===== src/common/flag_rf_pkg.sv =====
// ~~~~~~~~~~~~~~~~~~~~~~~~~~~~~~~~~~~~~~~~~~~~~~~~~~~~~~~~~~~~~~~~~~~
// Widths and types shared by the flag register file.
// An entry holds a pending bit above the six flag bits.
// A zero gazump vector means the read data came from a bank.
// ~~~~~~~~~~~~~~~~~~~~~~~~~~~~~~~~~~~~~~~~~~~~~~~~~~~~~~~~~~~~~~~~~~~
`default_nettype none

package flag_rf_pkg;

  localparam int FLAG_W = 6;
  localparam int NUM_WR = 3;

  // Flags of one physical register.
  typedef logic [FLAG_W-1:0] flag_t;

  // Pending bit in the top position.
  typedef logic [FLAG_W:0] entry_t;

  // Low half marks live ports, high half marks staged ports.
  typedef logic [2*NUM_WR-1:0] gazump_t;

  typedef enum logic {
    ST_CLEAR,
    ST_RUN
  } init_state_e;

endpackage

`default_nettype wire


===== src/bank/flag_bank.sv =====
// ~~~~~~~~~~~~~~~~~~~~~~~~~~~~~~~~~~~~~~~~~~~~~~~~~~~~~~~~~~~~~~~~~~~
// One bank of 2^ROW_BITS flag entries, read during write gives new data.
// Allocate beats a staged write to the same row, the clear sweep beats both.
// ~~~~~~~~~~~~~~~~~~~~~~~~~~~~~~~~~~~~~~~~~~~~~~~~~~~~~~~~~~~~~~~~~~~
`default_nettype none
`timescale 1ns/10ps

module flag_bank #(
  parameter int ROW_BITS = 4
) (
  input  wire                      clk,
  input  wire                      rst,
  input  wire [ROW_BITS-1:0]       row_wr_addr [flag_rf_pkg::NUM_WR],
  input  wire flag_rf_pkg::flag_t  row_wr_data [flag_rf_pkg::NUM_WR],
  input  wire                      row_wr_en   [flag_rf_pkg::NUM_WR],
  input  wire [ROW_BITS-1:0]       row_new_addr,
  input  wire                      row_new_en,
  input  wire [ROW_BITS-1:0]       clear_row,
  input  wire                      clear_en,
  input  wire [ROW_BITS-1:0]       row_read_addr,
  input  wire                      read_en,
  input  wire [ROW_BITS-1:0]       row_retire_addr,
  input  wire                      retire_en,
  output flag_rf_pkg::entry_t      read_entry,
  output flag_rf_pkg::flag_t       retire_flags
);

  localparam int ROWS = 2 ** ROW_BITS;

  flag_rf_pkg::entry_t mem [ROWS];

  logic [ROW_BITS-1:0] read_row_q;
  logic [ROW_BITS-1:0] retire_row_q;

  // Later assignments take priority within the same edge.
  always_ff @(posedge clk)
  begin
    for (int i = 0; i < flag_rf_pkg::NUM_WR; i++)
    begin
      if (row_wr_en[i])
        mem[row_wr_addr[i]] <= {1'b0, row_wr_data[i]};
    end
    if (row_new_en)
      mem[row_new_addr] <= '1;
    if (clear_en)
      mem[clear_row] <= '0;
  end

  always_ff @(posedge clk)
  begin
    if (rst)
    begin
      read_row_q   <= '0;
      retire_row_q <= '0;
    end
    else
    begin
      if (read_en)
        read_row_q <= row_read_addr;
      if (retire_en)
        retire_row_q <= row_retire_addr;
    end
  end

  assign read_entry   = mem[read_row_q];
  assign retire_flags = mem[retire_row_q][flag_rf_pkg::FLAG_W-1:0];

endmodule

`default_nettype wire


===== src/bank/flag_bank_array.sv =====
// ~~~~~~~~~~~~~~~~~~~~~~~~~~~~~~~~~~~~~~~~~~~~~~~~~~~~~~~~~~~~~~~~~~~
// Low BANK_BITS of an address pick the bank, the rest pick the row.
// After reset one row per cycle is cleared in every bank; no external
// write, allocate or read may be issued while init_busy is high.
// ~~~~~~~~~~~~~~~~~~~~~~~~~~~~~~~~~~~~~~~~~~~~~~~~~~~~~~~~~~~~~~~~~~~
`default_nettype none
`timescale 1ns/10ps

module flag_bank_array #(
  parameter int BANK_BITS = 2,
  parameter int ROW_BITS  = 4
) (
  input  wire                              clk,
  input  wire                              rst,
  input  wire [BANK_BITS+ROW_BITS-1:0]     stg_addr [flag_rf_pkg::NUM_WR],
  input  wire flag_rf_pkg::flag_t          stg_data [flag_rf_pkg::NUM_WR],
  input  wire                              stg_en   [flag_rf_pkg::NUM_WR],
  input  wire [BANK_BITS+ROW_BITS-1:0]     new_addr,
  input  wire                              new_en,
  input  wire [BANK_BITS+ROW_BITS-1:0]     read_addr,
  input  wire                              read_en,
  input  wire [BANK_BITS+ROW_BITS-1:0]     retire_addr,
  input  wire                              retire_en,
  output flag_rf_pkg::entry_t              bank_read_data,
  output flag_rf_pkg::flag_t               retire_data,
  output logic                             init_busy
);

  localparam int NUM_BANKS = 2 ** BANK_BITS;
  localparam int NUM_WR    = flag_rf_pkg::NUM_WR;

  logic [ROW_BITS-1:0] stg_row [NUM_WR];

  flag_rf_pkg::entry_t bank_read   [NUM_BANKS];
  flag_rf_pkg::flag_t  bank_retire [NUM_BANKS];

  logic [BANK_BITS-1:0] read_bank_q;
  logic [BANK_BITS-1:0] retire_bank_q;

  flag_rf_pkg::init_state_e init_state;
  logic [ROW_BITS-1:0]      clear_row;

  for (genvar i = 0; i < NUM_WR; i++)
  begin : g_stg_row
    assign stg_row[i] = stg_addr[i][BANK_BITS +: ROW_BITS];
  end

  for (genvar b = 0; b < NUM_BANKS; b++)
  begin : g_bank
    logic wr_hit [NUM_WR];
    logic new_hit;
    logic read_hit;
    logic retire_hit;

    for (genvar i = 0; i < NUM_WR; i++)
    begin : g_wr_hit
      assign wr_hit[i] = stg_en[i] && (stg_addr[i][BANK_BITS-1:0] == BANK_BITS'(b));
    end

    assign new_hit    = new_en && (new_addr[BANK_BITS-1:0] == BANK_BITS'(b));
    assign read_hit   = read_en && (read_addr[BANK_BITS-1:0] == BANK_BITS'(b));
    assign retire_hit = retire_en && (retire_addr[BANK_BITS-1:0] == BANK_BITS'(b));

    flag_bank #(
      .ROW_BITS (ROW_BITS)
    ) u_bank (
      .clk             (clk),
      .rst             (rst),
      .row_wr_addr     (stg_row),
      .row_wr_data     (stg_data),
      .row_wr_en       (wr_hit),
      .row_new_addr    (new_addr[BANK_BITS +: ROW_BITS]),
      .row_new_en      (new_hit),
      .clear_row       (clear_row),
      .clear_en        (init_busy),
      .row_read_addr   (read_addr[BANK_BITS +: ROW_BITS]),
      .read_en         (read_hit),
      .row_retire_addr (retire_addr[BANK_BITS +: ROW_BITS]),
      .retire_en       (retire_hit),
      .read_entry      (bank_read[b]),
      .retire_flags    (bank_retire[b])
    );
  end

  // Bank selects follow the row addresses held inside the banks.
  always_ff @(posedge clk)
  begin
    if (rst)
    begin
      read_bank_q   <= '0;
      retire_bank_q <= '0;
    end
    else
    begin
      if (read_en)
        read_bank_q <= read_addr[BANK_BITS-1:0];
      if (retire_en)
        retire_bank_q <= retire_addr[BANK_BITS-1:0];
    end
  end

  assign bank_read_data = bank_read[read_bank_q];
  assign retire_data    = bank_retire[retire_bank_q];

  // Clear sweep, row 0 in the first cycle after reset.
  always_ff @(posedge clk)
  begin
    if (rst)
    begin
      init_state <= flag_rf_pkg::ST_CLEAR;
      clear_row  <= '0;
    end
    else
    begin
      case (init_state)
        flag_rf_pkg::ST_CLEAR:
        begin
          clear_row <= clear_row + 1'b1;
          if (clear_row == {ROW_BITS{1'b1}})
            init_state <= flag_rf_pkg::ST_RUN;
        end
        default:
        begin
          clear_row <= '0;
        end
      endcase
    end
  end

  assign init_busy = (init_state == flag_rf_pkg::ST_CLEAR);

endmodule

`default_nettype wire


===== src/verilog/flag_bypass.sv =====
// ~~~~~~~~~~~~~~~~~~~~~~~~~~~~~~~~~~~~~~~~~~~~~~~~~~~~~~~~~~~~~~~~~~~
// Write staging and read forwarding. Live writes beat staged writes,
// staged writes beat the bank. Allocates are never forwarded.
// Same-cycle writes to one address from two ports are undefined.
// ~~~~~~~~~~~~~~~~~~~~~~~~~~~~~~~~~~~~~~~~~~~~~~~~~~~~~~~~~~~~~~~~~~~
`default_nettype none
`timescale 1ns/10ps

module flag_bypass #(
  parameter int BANK_BITS = 2,
  parameter int ROW_BITS  = 4
) (
  input  wire                              clk,
  input  wire                              rst,
  input  wire [BANK_BITS+ROW_BITS-1:0]     wr_addr [flag_rf_pkg::NUM_WR],
  input  wire flag_rf_pkg::flag_t          wr_data [flag_rf_pkg::NUM_WR],
  input  wire                              wr_en   [flag_rf_pkg::NUM_WR],
  input  wire [BANK_BITS+ROW_BITS-1:0]     read_addr,
  input  wire                              read_en,
  input  wire flag_rf_pkg::entry_t         bank_read_data,
  output logic [BANK_BITS+ROW_BITS-1:0]    stg_addr [flag_rf_pkg::NUM_WR],
  output flag_rf_pkg::flag_t               stg_data [flag_rf_pkg::NUM_WR],
  output logic                             stg_en   [flag_rf_pkg::NUM_WR],
  output flag_rf_pkg::entry_t              read_data,
  output flag_rf_pkg::gazump_t             read_gazump
);

  localparam int NUM_WR = flag_rf_pkg::NUM_WR;
  localparam int ADDR_W = BANK_BITS + ROW_BITS;

  logic [ADDR_W-1:0] read_addr_q;

  logic stg_hit  [NUM_WR];
  logic live_hit [NUM_WR];

  // Stage enables carry reset, stage payload does not.
  always_ff @(posedge clk)
  begin
    if (rst)
    begin
      for (int i = 0; i < NUM_WR; i++)
        stg_en[i] <= 1'b0;
    end
    else
    begin
      for (int i = 0; i < NUM_WR; i++)
        stg_en[i] <= wr_en[i];
    end
  end

  always_ff @(posedge clk)
  begin
    for (int i = 0; i < NUM_WR; i++)
    begin
      stg_addr[i] <= wr_addr[i];
      stg_data[i] <= wr_data[i];
    end
  end

  // Mirrors the row address held in the selected bank.
  always_ff @(posedge clk)
  begin
    if (rst)
      read_addr_q <= '0;
    else if (read_en)
      read_addr_q <= read_addr;
  end

  for (genvar i = 0; i < NUM_WR; i++)
  begin : g_match
    assign stg_hit[i]  = stg_en[i] && (stg_addr[i] == read_addr_q);
    assign live_hit[i] = wr_en[i] && (wr_addr[i] == read_addr_q);
  end

  // Staged sources are scanned first so a live match overrides them.
  always_comb
  begin
    read_data   = bank_read_data;
    read_gazump = '0;
    for (int i = NUM_WR - 1; i >= 0; i--)
    begin
      if (stg_hit[i])
      begin
        read_data   = {1'b0, stg_data[i]};
        read_gazump = '0;
        read_gazump[NUM_WR + i] = 1'b1;
      end
    end
    for (int i = NUM_WR - 1; i >= 0; i--)
    begin
      if (live_hit[i])
      begin
        read_data   = {1'b0, wr_data[i]};
        read_gazump = '0;
        read_gazump[i] = 1'b1;
      end
    end
  end

endmodule

`default_nettype wire


===== src/verilog/flag_regfile.sv =====
// ~~~~~~~~~~~~~~~~~~~~~~~~~~~~~~~~~~~~~~~~~~~~~~~~~~~~~~~~~~~~~~~~~~~
// Banked flag register file, 2^(BANK_BITS+ROW_BITS) entries.
// Read data is valid the cycle after read_en; writes reach the banks
// two cycles after they are presented. Hold off traffic during init_busy.
// ~~~~~~~~~~~~~~~~~~~~~~~~~~~~~~~~~~~~~~~~~~~~~~~~~~~~~~~~~~~~~~~~~~~
`default_nettype none
`timescale 1ns/10ps

module flag_regfile #(
  parameter int BANK_BITS = 2,
  parameter int ROW_BITS  = 4
) (
  input  wire                              clk,
  input  wire                              rst,
  input  wire [BANK_BITS+ROW_BITS-1:0]     wr_addr [flag_rf_pkg::NUM_WR],
  input  wire flag_rf_pkg::flag_t          wr_data [flag_rf_pkg::NUM_WR],
  input  wire                              wr_en   [flag_rf_pkg::NUM_WR],
  input  wire [BANK_BITS+ROW_BITS-1:0]     new_addr,
  input  wire                              new_en,
  input  wire [BANK_BITS+ROW_BITS-1:0]     read_addr,
  input  wire                              read_en,
  input  wire [BANK_BITS+ROW_BITS-1:0]     retire_addr,
  input  wire                              retire_en,
  output flag_rf_pkg::entry_t              read_data,
  output flag_rf_pkg::gazump_t             read_gazump,
  output flag_rf_pkg::flag_t               retire_data,
  output logic                             init_busy
);

  localparam int NUM_WR = flag_rf_pkg::NUM_WR;
  localparam int ADDR_W = BANK_BITS + ROW_BITS;

  logic [ADDR_W-1:0]   stg_addr [NUM_WR];
  flag_rf_pkg::flag_t  stg_data [NUM_WR];
  logic                stg_en   [NUM_WR];
  flag_rf_pkg::entry_t bank_read_data;

  flag_bypass #(
    .BANK_BITS (BANK_BITS),
    .ROW_BITS  (ROW_BITS)
  ) u_bypass (
    .clk            (clk),
    .rst            (rst),
    .wr_addr        (wr_addr),
    .wr_data        (wr_data),
    .wr_en          (wr_en),
    .read_addr      (read_addr),
    .read_en        (read_en),
    .bank_read_data (bank_read_data),
    .stg_addr       (stg_addr),
    .stg_data       (stg_data),
    .stg_en         (stg_en),
    .read_data      (read_data),
    .read_gazump    (read_gazump)
  );

  flag_bank_array #(
    .BANK_BITS (BANK_BITS),
    .ROW_BITS  (ROW_BITS)
  ) u_bank_array (
    .clk            (clk),
    .rst            (rst),
    .stg_addr       (stg_addr),
    .stg_data       (stg_data),
    .stg_en         (stg_en),
    .new_addr       (new_addr),
    .new_en         (new_en),
    .read_addr      (read_addr),
    .read_en        (read_en),
    .retire_addr    (retire_addr),
    .retire_en      (retire_en),
    .bank_read_data (bank_read_data),
    .retire_data    (retire_data),
    .init_busy      (init_busy)
  );

endmodule

`default_nettype wire

===== config.mk =====
export PLATFORM = sky130hd
export DESIGN_NAME = flag_regfile
export DESIGN_NICKNAME = d
export VERILOG_FILES = /design/src/common/flag_rf_pkg.sv /design/src/bank/flag_bank.sv /design/src/bank/flag_bank_array.sv /design/src/verilog/flag_bypass.sv /design/src/verilog/flag_regfile.sv
export SDC_FILE = /design/constraint.sdc
export NUM_CORES = 2
export LEC_CHECK = 0
export BUFFER_PORTS_ARGS = -buffer_cell sky130_fd_sc_hd__clkbuf_2
export CELL_PAD_IN_SITES_DETAIL_PLACEMENT = 0
export CELL_PAD_IN_SITES_GLOBAL_PLACEMENT = 2
export CORE_AREA = 2 2 328 330
export CTS_CLUSTER_DIAMETER = 100
export CTS_CLUSTER_SIZE = 10
export DETAILED_ROUTE_END_ITERATION = 8
export DIE_AREA = 0 0 330 332
export PLACE_DENSITY_LB_ADDON = 0.1
export SETUP_SLACK_MARGIN = 0.15
export SLEW_MARGIN = 20
export SYNTH_ARGS = -nofsm -noshare
export SYNTH_HDL_FRONTEND = slang
export SYNTH_SLANG_ARGS = --single-unit
export TNS_END_PERCENT = 100

===== constraint.sdc =====
create_clock -name clk -period 2.2 [get_ports clk]
set_input_delay 0.11 -clock clk [delete_from_list [all_inputs] [get_ports clk]]
set_output_delay 0.11 -clock clk [all_outputs]
set_load 0.1 [all_outputs]

# After elaboration in Yosys (flattened, before gate mapping)
# Memories as Yosys holds them, arrays and structs flattened. A register that Yosys moved wholly into a read port is not among the register bits.
# Index checks and enable logic that the tools add are counted.
dict set report word_totals {
  mem_count 4
  ff_bits 86
  out_inout_bits 20
  ram_bits 448
  elab_cells 163
  in_bits 62
}
# memory words width rd rd_clocked_by_memory_dff wr line_no
set memory_table {}
lappend memory_table {{u_bank_array.g_bank[0].u_bank.mem} 16 7 2 2 5 flag_bank.sv:30} ;# flag_rf_pkg::entry_t mem [ROWS];
lappend memory_table {{u_bank_array.g_bank[1].u_bank.mem} 16 7 2 2 5 flag_bank.sv:30}
lappend memory_table {{u_bank_array.g_bank[2].u_bank.mem} 16 7 2 2 5 flag_bank.sv:30}
lappend memory_table {{u_bank_array.g_bank[3].u_bank.mem} 16 7 2 2 5 flag_bank.sv:30}
dict set report op_classes {
  n_reduce_logical 37
  addsub 1
  muxes 69
  magnitude_cmp 2
  bitwise 3
  n_eq_ne 25
}
# cell count
set ops {}
lappend ops {{two-way mux 4 bit} 16}
lappend ops {{two-way mux 7 bit} 8}
lappend ops {{two-way mux 6 bit} 8}
lappend ops {{equality test 6 bit} 6}
lappend ops {{two-way mux 1 bit} 35}
lappend ops {{logical AND 1 bit} 30}
lappend ops {{equality test 2 bit (second input constant)} 12}
lappend ops {{binary-select mux 7 bit (select 2 bit)} 1}
lappend ops {{binary-select mux 6 bit (select 2 bit)} 1}
lappend ops {{equality test 2 x 1 -> 1 bit (second input constant)} 6}
lappend ops {{logical NOT 2 bit} 6}
lappend ops {{>= comparator 3 bit (second input constant)} 2}
lappend ops {{inverter 2 -> 3 bit} 2}
lappend ops {{adder 4 x 1 -> 4 bit (second input constant)} 1}
lappend ops {{equality test 4 bit (second input constant)} 1}
lappend ops {{OR reduction 2 bit} 1}
lappend ops {{inverter 1 bit} 1}

# Logic depth before layout (Yosys ltp)
dict set report logic_depth {
  word_depth 10
  mapped_depth 10
  depth_no_buf 7
}

# Modules after synthesis
# A second synthesis with hierarchy kept.
dict set report unflattened {
  cells_unflattened 4736
  area_unflattened_um2 40978.1
}
# module instances cells_per_inst area_each_um2 seq_area_each_um2
set by_module_without_submodules {}
lappend by_module_without_submodules {{flag_bank at u_bank_array.g_bank[1].u_bank ...} 3 1115 9531.6 2562.5}
lappend by_module_without_submodules {{flag_bank at u_bank_array.g_bank[0].u_bank} 1 1115 9509.1 2562.5}
lappend by_module_without_submodules {flag_bypass 1 200 2057.0 900.9}
lappend by_module_without_submodules {flag_bank_array 1 76 817.0 180.2}

# Worst setup path after synthesis
# Ideal clock, no wire load.
dict set report synth_timing {
  path_type {register -> output}
  from {register u_bypass.stg_addr[17] (netlist name)}
  to {output read_data[6]}
  required_ps 2090
  slack_ps -1638
  path_buffers 3
  arrival_ps 3728
  stages_incl_launch_ff 8
  cell_sequence {dfxtp_1 clkbuf_1 xor2_1 or4_1 clkbuf_1 clkbuf_1 nand4_1 a211oi_1}
}
dict set report synth_via {
  elab_chain_len 6
}
# element line_no
set synth_lines {}
lappend synth_lines {{start, declared} flag_bypass.sv:21} ;# output logic [BANK_BITS+ROW_BITS-1:0] stg_addr [flag_rf_pkg::NUM_WR],
lappend synth_lines {{start signal, assigned by index} flag_bypass.sv:55} ;# stg_addr[i] <= wr_addr[i];
lappend synth_lines {{equality test 6 bit} flag_bypass.sv:71} ;# assign stg_hit[i] = stg_en[i] && (stg_addr[i] == read_addr_q);
lappend synth_lines {{logical AND 1 bit} flag_bypass.sv:71}
lappend synth_lines {{two-way mux 7 bit} flag_bypass.sv:82} ;# if (stg_hit[i])
lappend synth_lines {{two-way mux 7 bit (3 in series)} flag_bypass.sv:91} ;# if (live_hit[i])
lappend synth_lines {{end, declared} flag_regfile.sv:24} ;# output flag_rf_pkg::entry_t read_data,
# No other way between the ends.

==> flow_summary.json <==
{
  "cts_max_path_buffers": 3,
  "post_synth_num_cell_types": 76,
  "insertion_delay_ns": 0.68,
  "antenna_violating_nets_post_route": 0,
  "final_max_slew_viol_count": 0,
  "die-width_um": 330,
  "crit_path_max_incr_delay_ns": 0.62,
  "vdd.ir_drop.worst_mv": 0.5453,
  "post_route_cells_drive_above_1_share_pct": 35.85,
  "r2r_end": "u_bank_array.g_bank[0].u_bank.mem[2][3]",
  "p_leak_nw": 20.33,
  "rrSetupSlack_ns": -0.16,
  "number_of_hold_violations_in_the_final_report": 0,
  "startpoint_type": "flip-flop",
  "gr-total-overflow": 0,
  "postSynthRegisterBits": 564,
  "final_period_minus_worst_setup_slack_ns": 3.318,
  "netlist_area_before_placement_um2": 37790,
  "grt_start_max_net_pins": 54,
  "timing.rr.start": "u_bypass.stg_addr[9]",
  "power_mw": 37.02,
  "critical_path_arrival_ns": 3.21,
  "routed_wirelength_mm": 217.0,
  "total_number_of_placement_rows": 120,
  "rsz_0062_raised_after_global_routing": "yes",
  "cts_sinks": 564,
  "postSynth.topFlopCell": "sky130_fd_sc_hd__dfxtp_1",
  "kind_of_path_behind_the_tightest_hold_check": "input pin to flip-flop",
  "route.vias.total": 41880,
  "route.detailed.vias_per_inst": 6.181,
  "fin_worst_hold_slack_ns": 0.1183,
  "logic_depth_of_the_worst_register_to_register_path": 11,
  "worst_clock_skew_ns": 0.03235,
  "synth.yosys.warnings": 0,
  "syn_nets": 4705,
  "yosys-top-cells-area": "sky130_fd_sc_hd__dfxtp_1, sky130_fd_sc_hd__mux4_2, sky130_fd_sc_hd__nor3_1, sky130_fd_sc_hd__nor2_1, sky130_fd_sc_hd__mux2i_1",
  "post_synth_edffs": 0,
  "syn_avg_cell_area_um2": 8.147,
  "syn_inst": 4639,
  "start_to_end_type_of_the_worst_setup_path": "flip-flop to output port",
  "status": "finished with violations",
  "drcViolationCount": 34,
  "timing.critical_path.required_ns": 2.09,
  "synth.top_cell.area_share_pct": 29.87,
  "pwr_density_cell_nw_per_um2": 694.3,
  "period_share_pct": 150.8,
  "firstDrtPassIters": 9,
  "holdPathEnd": "u_bypass.stg_data[10]",
  "clock_tree_from_tritoncts": "yes",
  "coreArea_um2": 106300,
  "final_setup_violation_count": 133,
  "cp_cell_sequence": "buf_12 > mux4_2 > mux4_2 > mux4_2 > buf_12",
  "first_global_vias": 38300,
  "synth-seq-area-share_pct": 29.87,
  "grt_pass1_wl_mm": 299.7,
  "yosysTopAreaCell": "sky130_fd_sc_hd__dfxtp_1",
  "clock.fmax_mhz": 301.4,
  "holdCritStartpoint": "wr_data[10]",
  "hold_depth": 2,
  "crit_path_end_kind": "output port",
  "route.detailed.wl_per_inst_um": 32.03,
  "detailedRoute.firstIterationViolations": 5696,
  "areaGrowthSynthToFinish_pct": 41.07,
  "clock_pin_slew_on_the_worst_setup_and_hold_paths_ns": 0.07,
  "root_buffer_selected_by_cts": "sky130_fd_sc_hd__clkbuf_16",
  "postSynth.asyncResetShare_pct": 0,
  "post-route-worst-setup-slack_ns": -1.118,
  "start_util_pct": 35.55,
  "failed_checks": "DRC, setup timing",
  "final_hpwl_dp_mm": 155.7,
  "htree_num_levels": 3,
  "cts_inserted_buffers": 67,
  "track_usage_pct": 38.46,
  "vertical_extent_of_the_die_um": 332,
  "timing.max_cap.violations": 0,
  "boundaryPins": 82,
  "post_layout_nets": 5421,
  "globalplace.congestion": 1.070,
  "tightest_slew_ns": 0.7327,
  "grt_antenna_before_repair": 7,
  "worstPathMaxFanout": 6,
  "floorplan.die_area_um2": 109600,
  "slew_headroom_pct": 50.98,
  "dp_slack_ns": -0.6576,
  "critPathMostFrequentCell": "sky130_fd_sc_hd__mux4_2",
  "cp_max_stage_cell": "sky130_fd_sc_hd__mux4_2",
  "portBuffers": 81
}
worst max-delay path by stage:
stage / startpoint / end / slack (ns) / depth (start not counted)
finish: flip-flop / retire_data[0] / -1.12 / 5
global route: flip-flop / read_data[2] / -1.13 / 9
CTS: flip-flop / read_data[3] / -1.09 / 7
detailed placement: flip-flop / read_data[1] / -0.66 / 8
global placement: flip-flop / read_data[1] / -0.61 / 8
floorplan: u_bypass.read_addr_q[2] / read_data[1] / -1.06 / 7
stage by stage:
stage | util [%] | TNS [ns] | cell area, µm² | std cells
floorplan | - | -4.888 | 38120 | 4639
global placement | 43.99 | -30.53 | 46770 | 6527
detailed placement | 43.99 | -30.56 | 46770 | 6527
CTS | 48.39 | -19.80 | 51440 | 6725
global route | 50.15 | -36.10 | 53310 | 6772
finish | 50.16 | -21.64 | 53320 | 6775
layout by cell type, fill, tap and decap left out, types with 11 or more instances in the layout:
cell type	synthesis	final
sky130_fd_sc_hd__a21oi_1	358	326
sky130_fd_sc_hd__a21oi_2	0	30
sky130_fd_sc_hd__a31oi_1	94	80
sky130_fd_sc_hd__and2_1	12	12
sky130_fd_sc_hd__buf_12	2	187
sky130_fd_sc_hd__buf_4	18	683
sky130_fd_sc_hd__buf_6	19	86
sky130_fd_sc_hd__clkbuf_16	0	75
sky130_fd_sc_hd__clkbuf_2	1	62
sky130_fd_sc_hd__dfxtp_1	564	521
sky130_fd_sc_hd__dfxtp_2	0	14
sky130_fd_sc_hd__dfxtp_4	0	29
sky130_fd_sc_hd__dlygate4sd3_1	0	63
sky130_fd_sc_hd__mux2i_1	338	329
sky130_fd_sc_hd__mux4_1	16	12
sky130_fd_sc_hd__mux4_2	240	244
sky130_fd_sc_hd__nand2_1	112	103
sky130_fd_sc_hd__nand2b_1	20	11
sky130_fd_sc_hd__nand3_1	106	103
sky130_fd_sc_hd__nand3b_1	13	13
sky130_fd_sc_hd__nand4_1	15	15
sky130_fd_sc_hd__nor2_1	1005	951
sky130_fd_sc_hd__nor2_2	26	48
sky130_fd_sc_hd__nor2_4	9	41
sky130_fd_sc_hd__nor2_8	15	15
sky130_fd_sc_hd__nor2b_1	27	24
sky130_fd_sc_hd__nor3_1	776	630
sky130_fd_sc_hd__nor3_2	0	125
sky130_fd_sc_hd__nor3_4	0	21
sky130_fd_sc_hd__nor3b_1	16	12
sky130_fd_sc_hd__nor4_1	22	11
sky130_fd_sc_hd__nor4_4	0	13
sky130_fd_sc_hd__o21ai_0	128	101
sky130_fd_sc_hd__o21ai_2	0	21
sky130_fd_sc_hd__or2_4	0	14
sky130_fd_sc_hd__or3_1	33	13
sky130_fd_sc_hd__or3_4	0	20
sky130_fd_sc_hd__or4_4	1	23
sky130_fd_sc_hd__xnor2_1	19	18
sky130_fd_sc_hd__xor2_1	19	19
worst max-delay path, delay by kind of cell, from the launching register on:
family / cells / cell delay (ns)
buffers and inverters: 2 / 0.36
flip-flops: 1 / 0.41
multiplexers: 3 / 1.76
registers in the layout, indices dropped and copies added (netlist names), named ones only:
| name | cells |
|---|---|
| u_bank_array.g_bank.u_bank.mem | 448 |
| u_bank_array.retire_bank_q | 2 |
| u_bypass.stg_addr | 18 |
| u_bank_array.g_bank.u_bank.read_row_q | 16 |
| u_bank_array.clear_row | 4 |
| u_bypass.read_addr_q | 6 |
| u_bank_array.init_state | 1 |
| u_bypass.stg_data | 18 |
| u_bypass.stg_en | 3 |
| u_bank_array.g_bank.u_bank.retire_row_q | 16 |
layout make-up:
cell class | instances | area, µm²
Tap cell | 1403 | 1755
Antenna cell | 3 | 7.507
Multi-Input combinational cell | 3610 | 27020
Sequential cell | 564 | 11420
Fill cell | 10100 | 52990
Timing Repair Buffer | 1106 | 11220
Inverter | 6 | 30.03
Clock inverter | 9 | 128.9
Clock buffer | 74 | 1745
power breakdown:
part           internal, mW  switching [mW]  total, mW
sequential             12.7            3.41       16.1
combinational          5.36            4.88       10.2
clock                  5.83            4.84       10.7
per-layer routing:
metal	track usage, %	routed length (µm)
met4	15.36	10660
met3	9.490	25500
met2	54.10	87540
met1	55.82	93240
met5	0	27
timing repair:
| item | CTS | global route |
|---|---|---|
| hold buffers | 63 | 0 |
| setup endpoints to repair | 446 | 451 |
| resized for setup | 363 | 323 |
| pin swaps | 80 | 113 |
| endpoints found under the hold margin | 101 | 0 |
| setup buffers | 43 | 38 |
| gates cloned | 9 | 10 |
cell usage after synthesis, types with 5 or more instances:
cell type / number
sky130_fd_sc_hd__a2111oi_0: 6
sky130_fd_sc_hd__a211oi_1: 10
sky130_fd_sc_hd__a21oi_1: 358
sky130_fd_sc_hd__a31oi_1: 94
sky130_fd_sc_hd__and2_1: 12
sky130_fd_sc_hd__and4_1: 5
sky130_fd_sc_hd__buf_1: 57
sky130_fd_sc_hd__buf_2: 56
sky130_fd_sc_hd__buf_4: 18
sky130_fd_sc_hd__buf_6: 19
sky130_fd_sc_hd__clkbuf_1: 307
sky130_fd_sc_hd__dfxtp_1: 564
sky130_fd_sc_hd__inv_1: 6
sky130_fd_sc_hd__mux2i_1: 338
sky130_fd_sc_hd__mux4_1: 16
sky130_fd_sc_hd__mux4_2: 240
sky130_fd_sc_hd__nand2_1: 112
sky130_fd_sc_hd__nand2b_1: 20
sky130_fd_sc_hd__nand3_1: 106
sky130_fd_sc_hd__nand3b_1: 13
sky130_fd_sc_hd__nand4_1: 15
sky130_fd_sc_hd__nand4bb_1: 12
sky130_fd_sc_hd__nor2_1: 1005
sky130_fd_sc_hd__nor2_2: 26
sky130_fd_sc_hd__nor2_4: 9
sky130_fd_sc_hd__nor2_8: 15
sky130_fd_sc_hd__nor2b_1: 27
sky130_fd_sc_hd__nor3_1: 776
sky130_fd_sc_hd__nor3b_1: 16
sky130_fd_sc_hd__nor4_1: 22
sky130_fd_sc_hd__nor4_2: 7
sky130_fd_sc_hd__o21ai_0: 128
sky130_fd_sc_hd__o221a_2: 6
sky130_fd_sc_hd__o22ai_1: 11
sky130_fd_sc_hd__or2_2: 21
sky130_fd_sc_hd__or3_1: 33
sky130_fd_sc_hd__or3b_2: 11
sky130_fd_sc_hd__or4_1: 30
sky130_fd_sc_hd__xnor2_1: 19
sky130_fd_sc_hd__xor2_1: 19
logic make-up after synthesis:
family          synth area share, %
flops                         29.87
mux                           24.42
buf+inv                       5.499
fa+ha+maj                    0.1324
compound gates                9.293
xor+xnor                     0.8806
simple gates                  29.90
(Power assumes the default switching activity.)
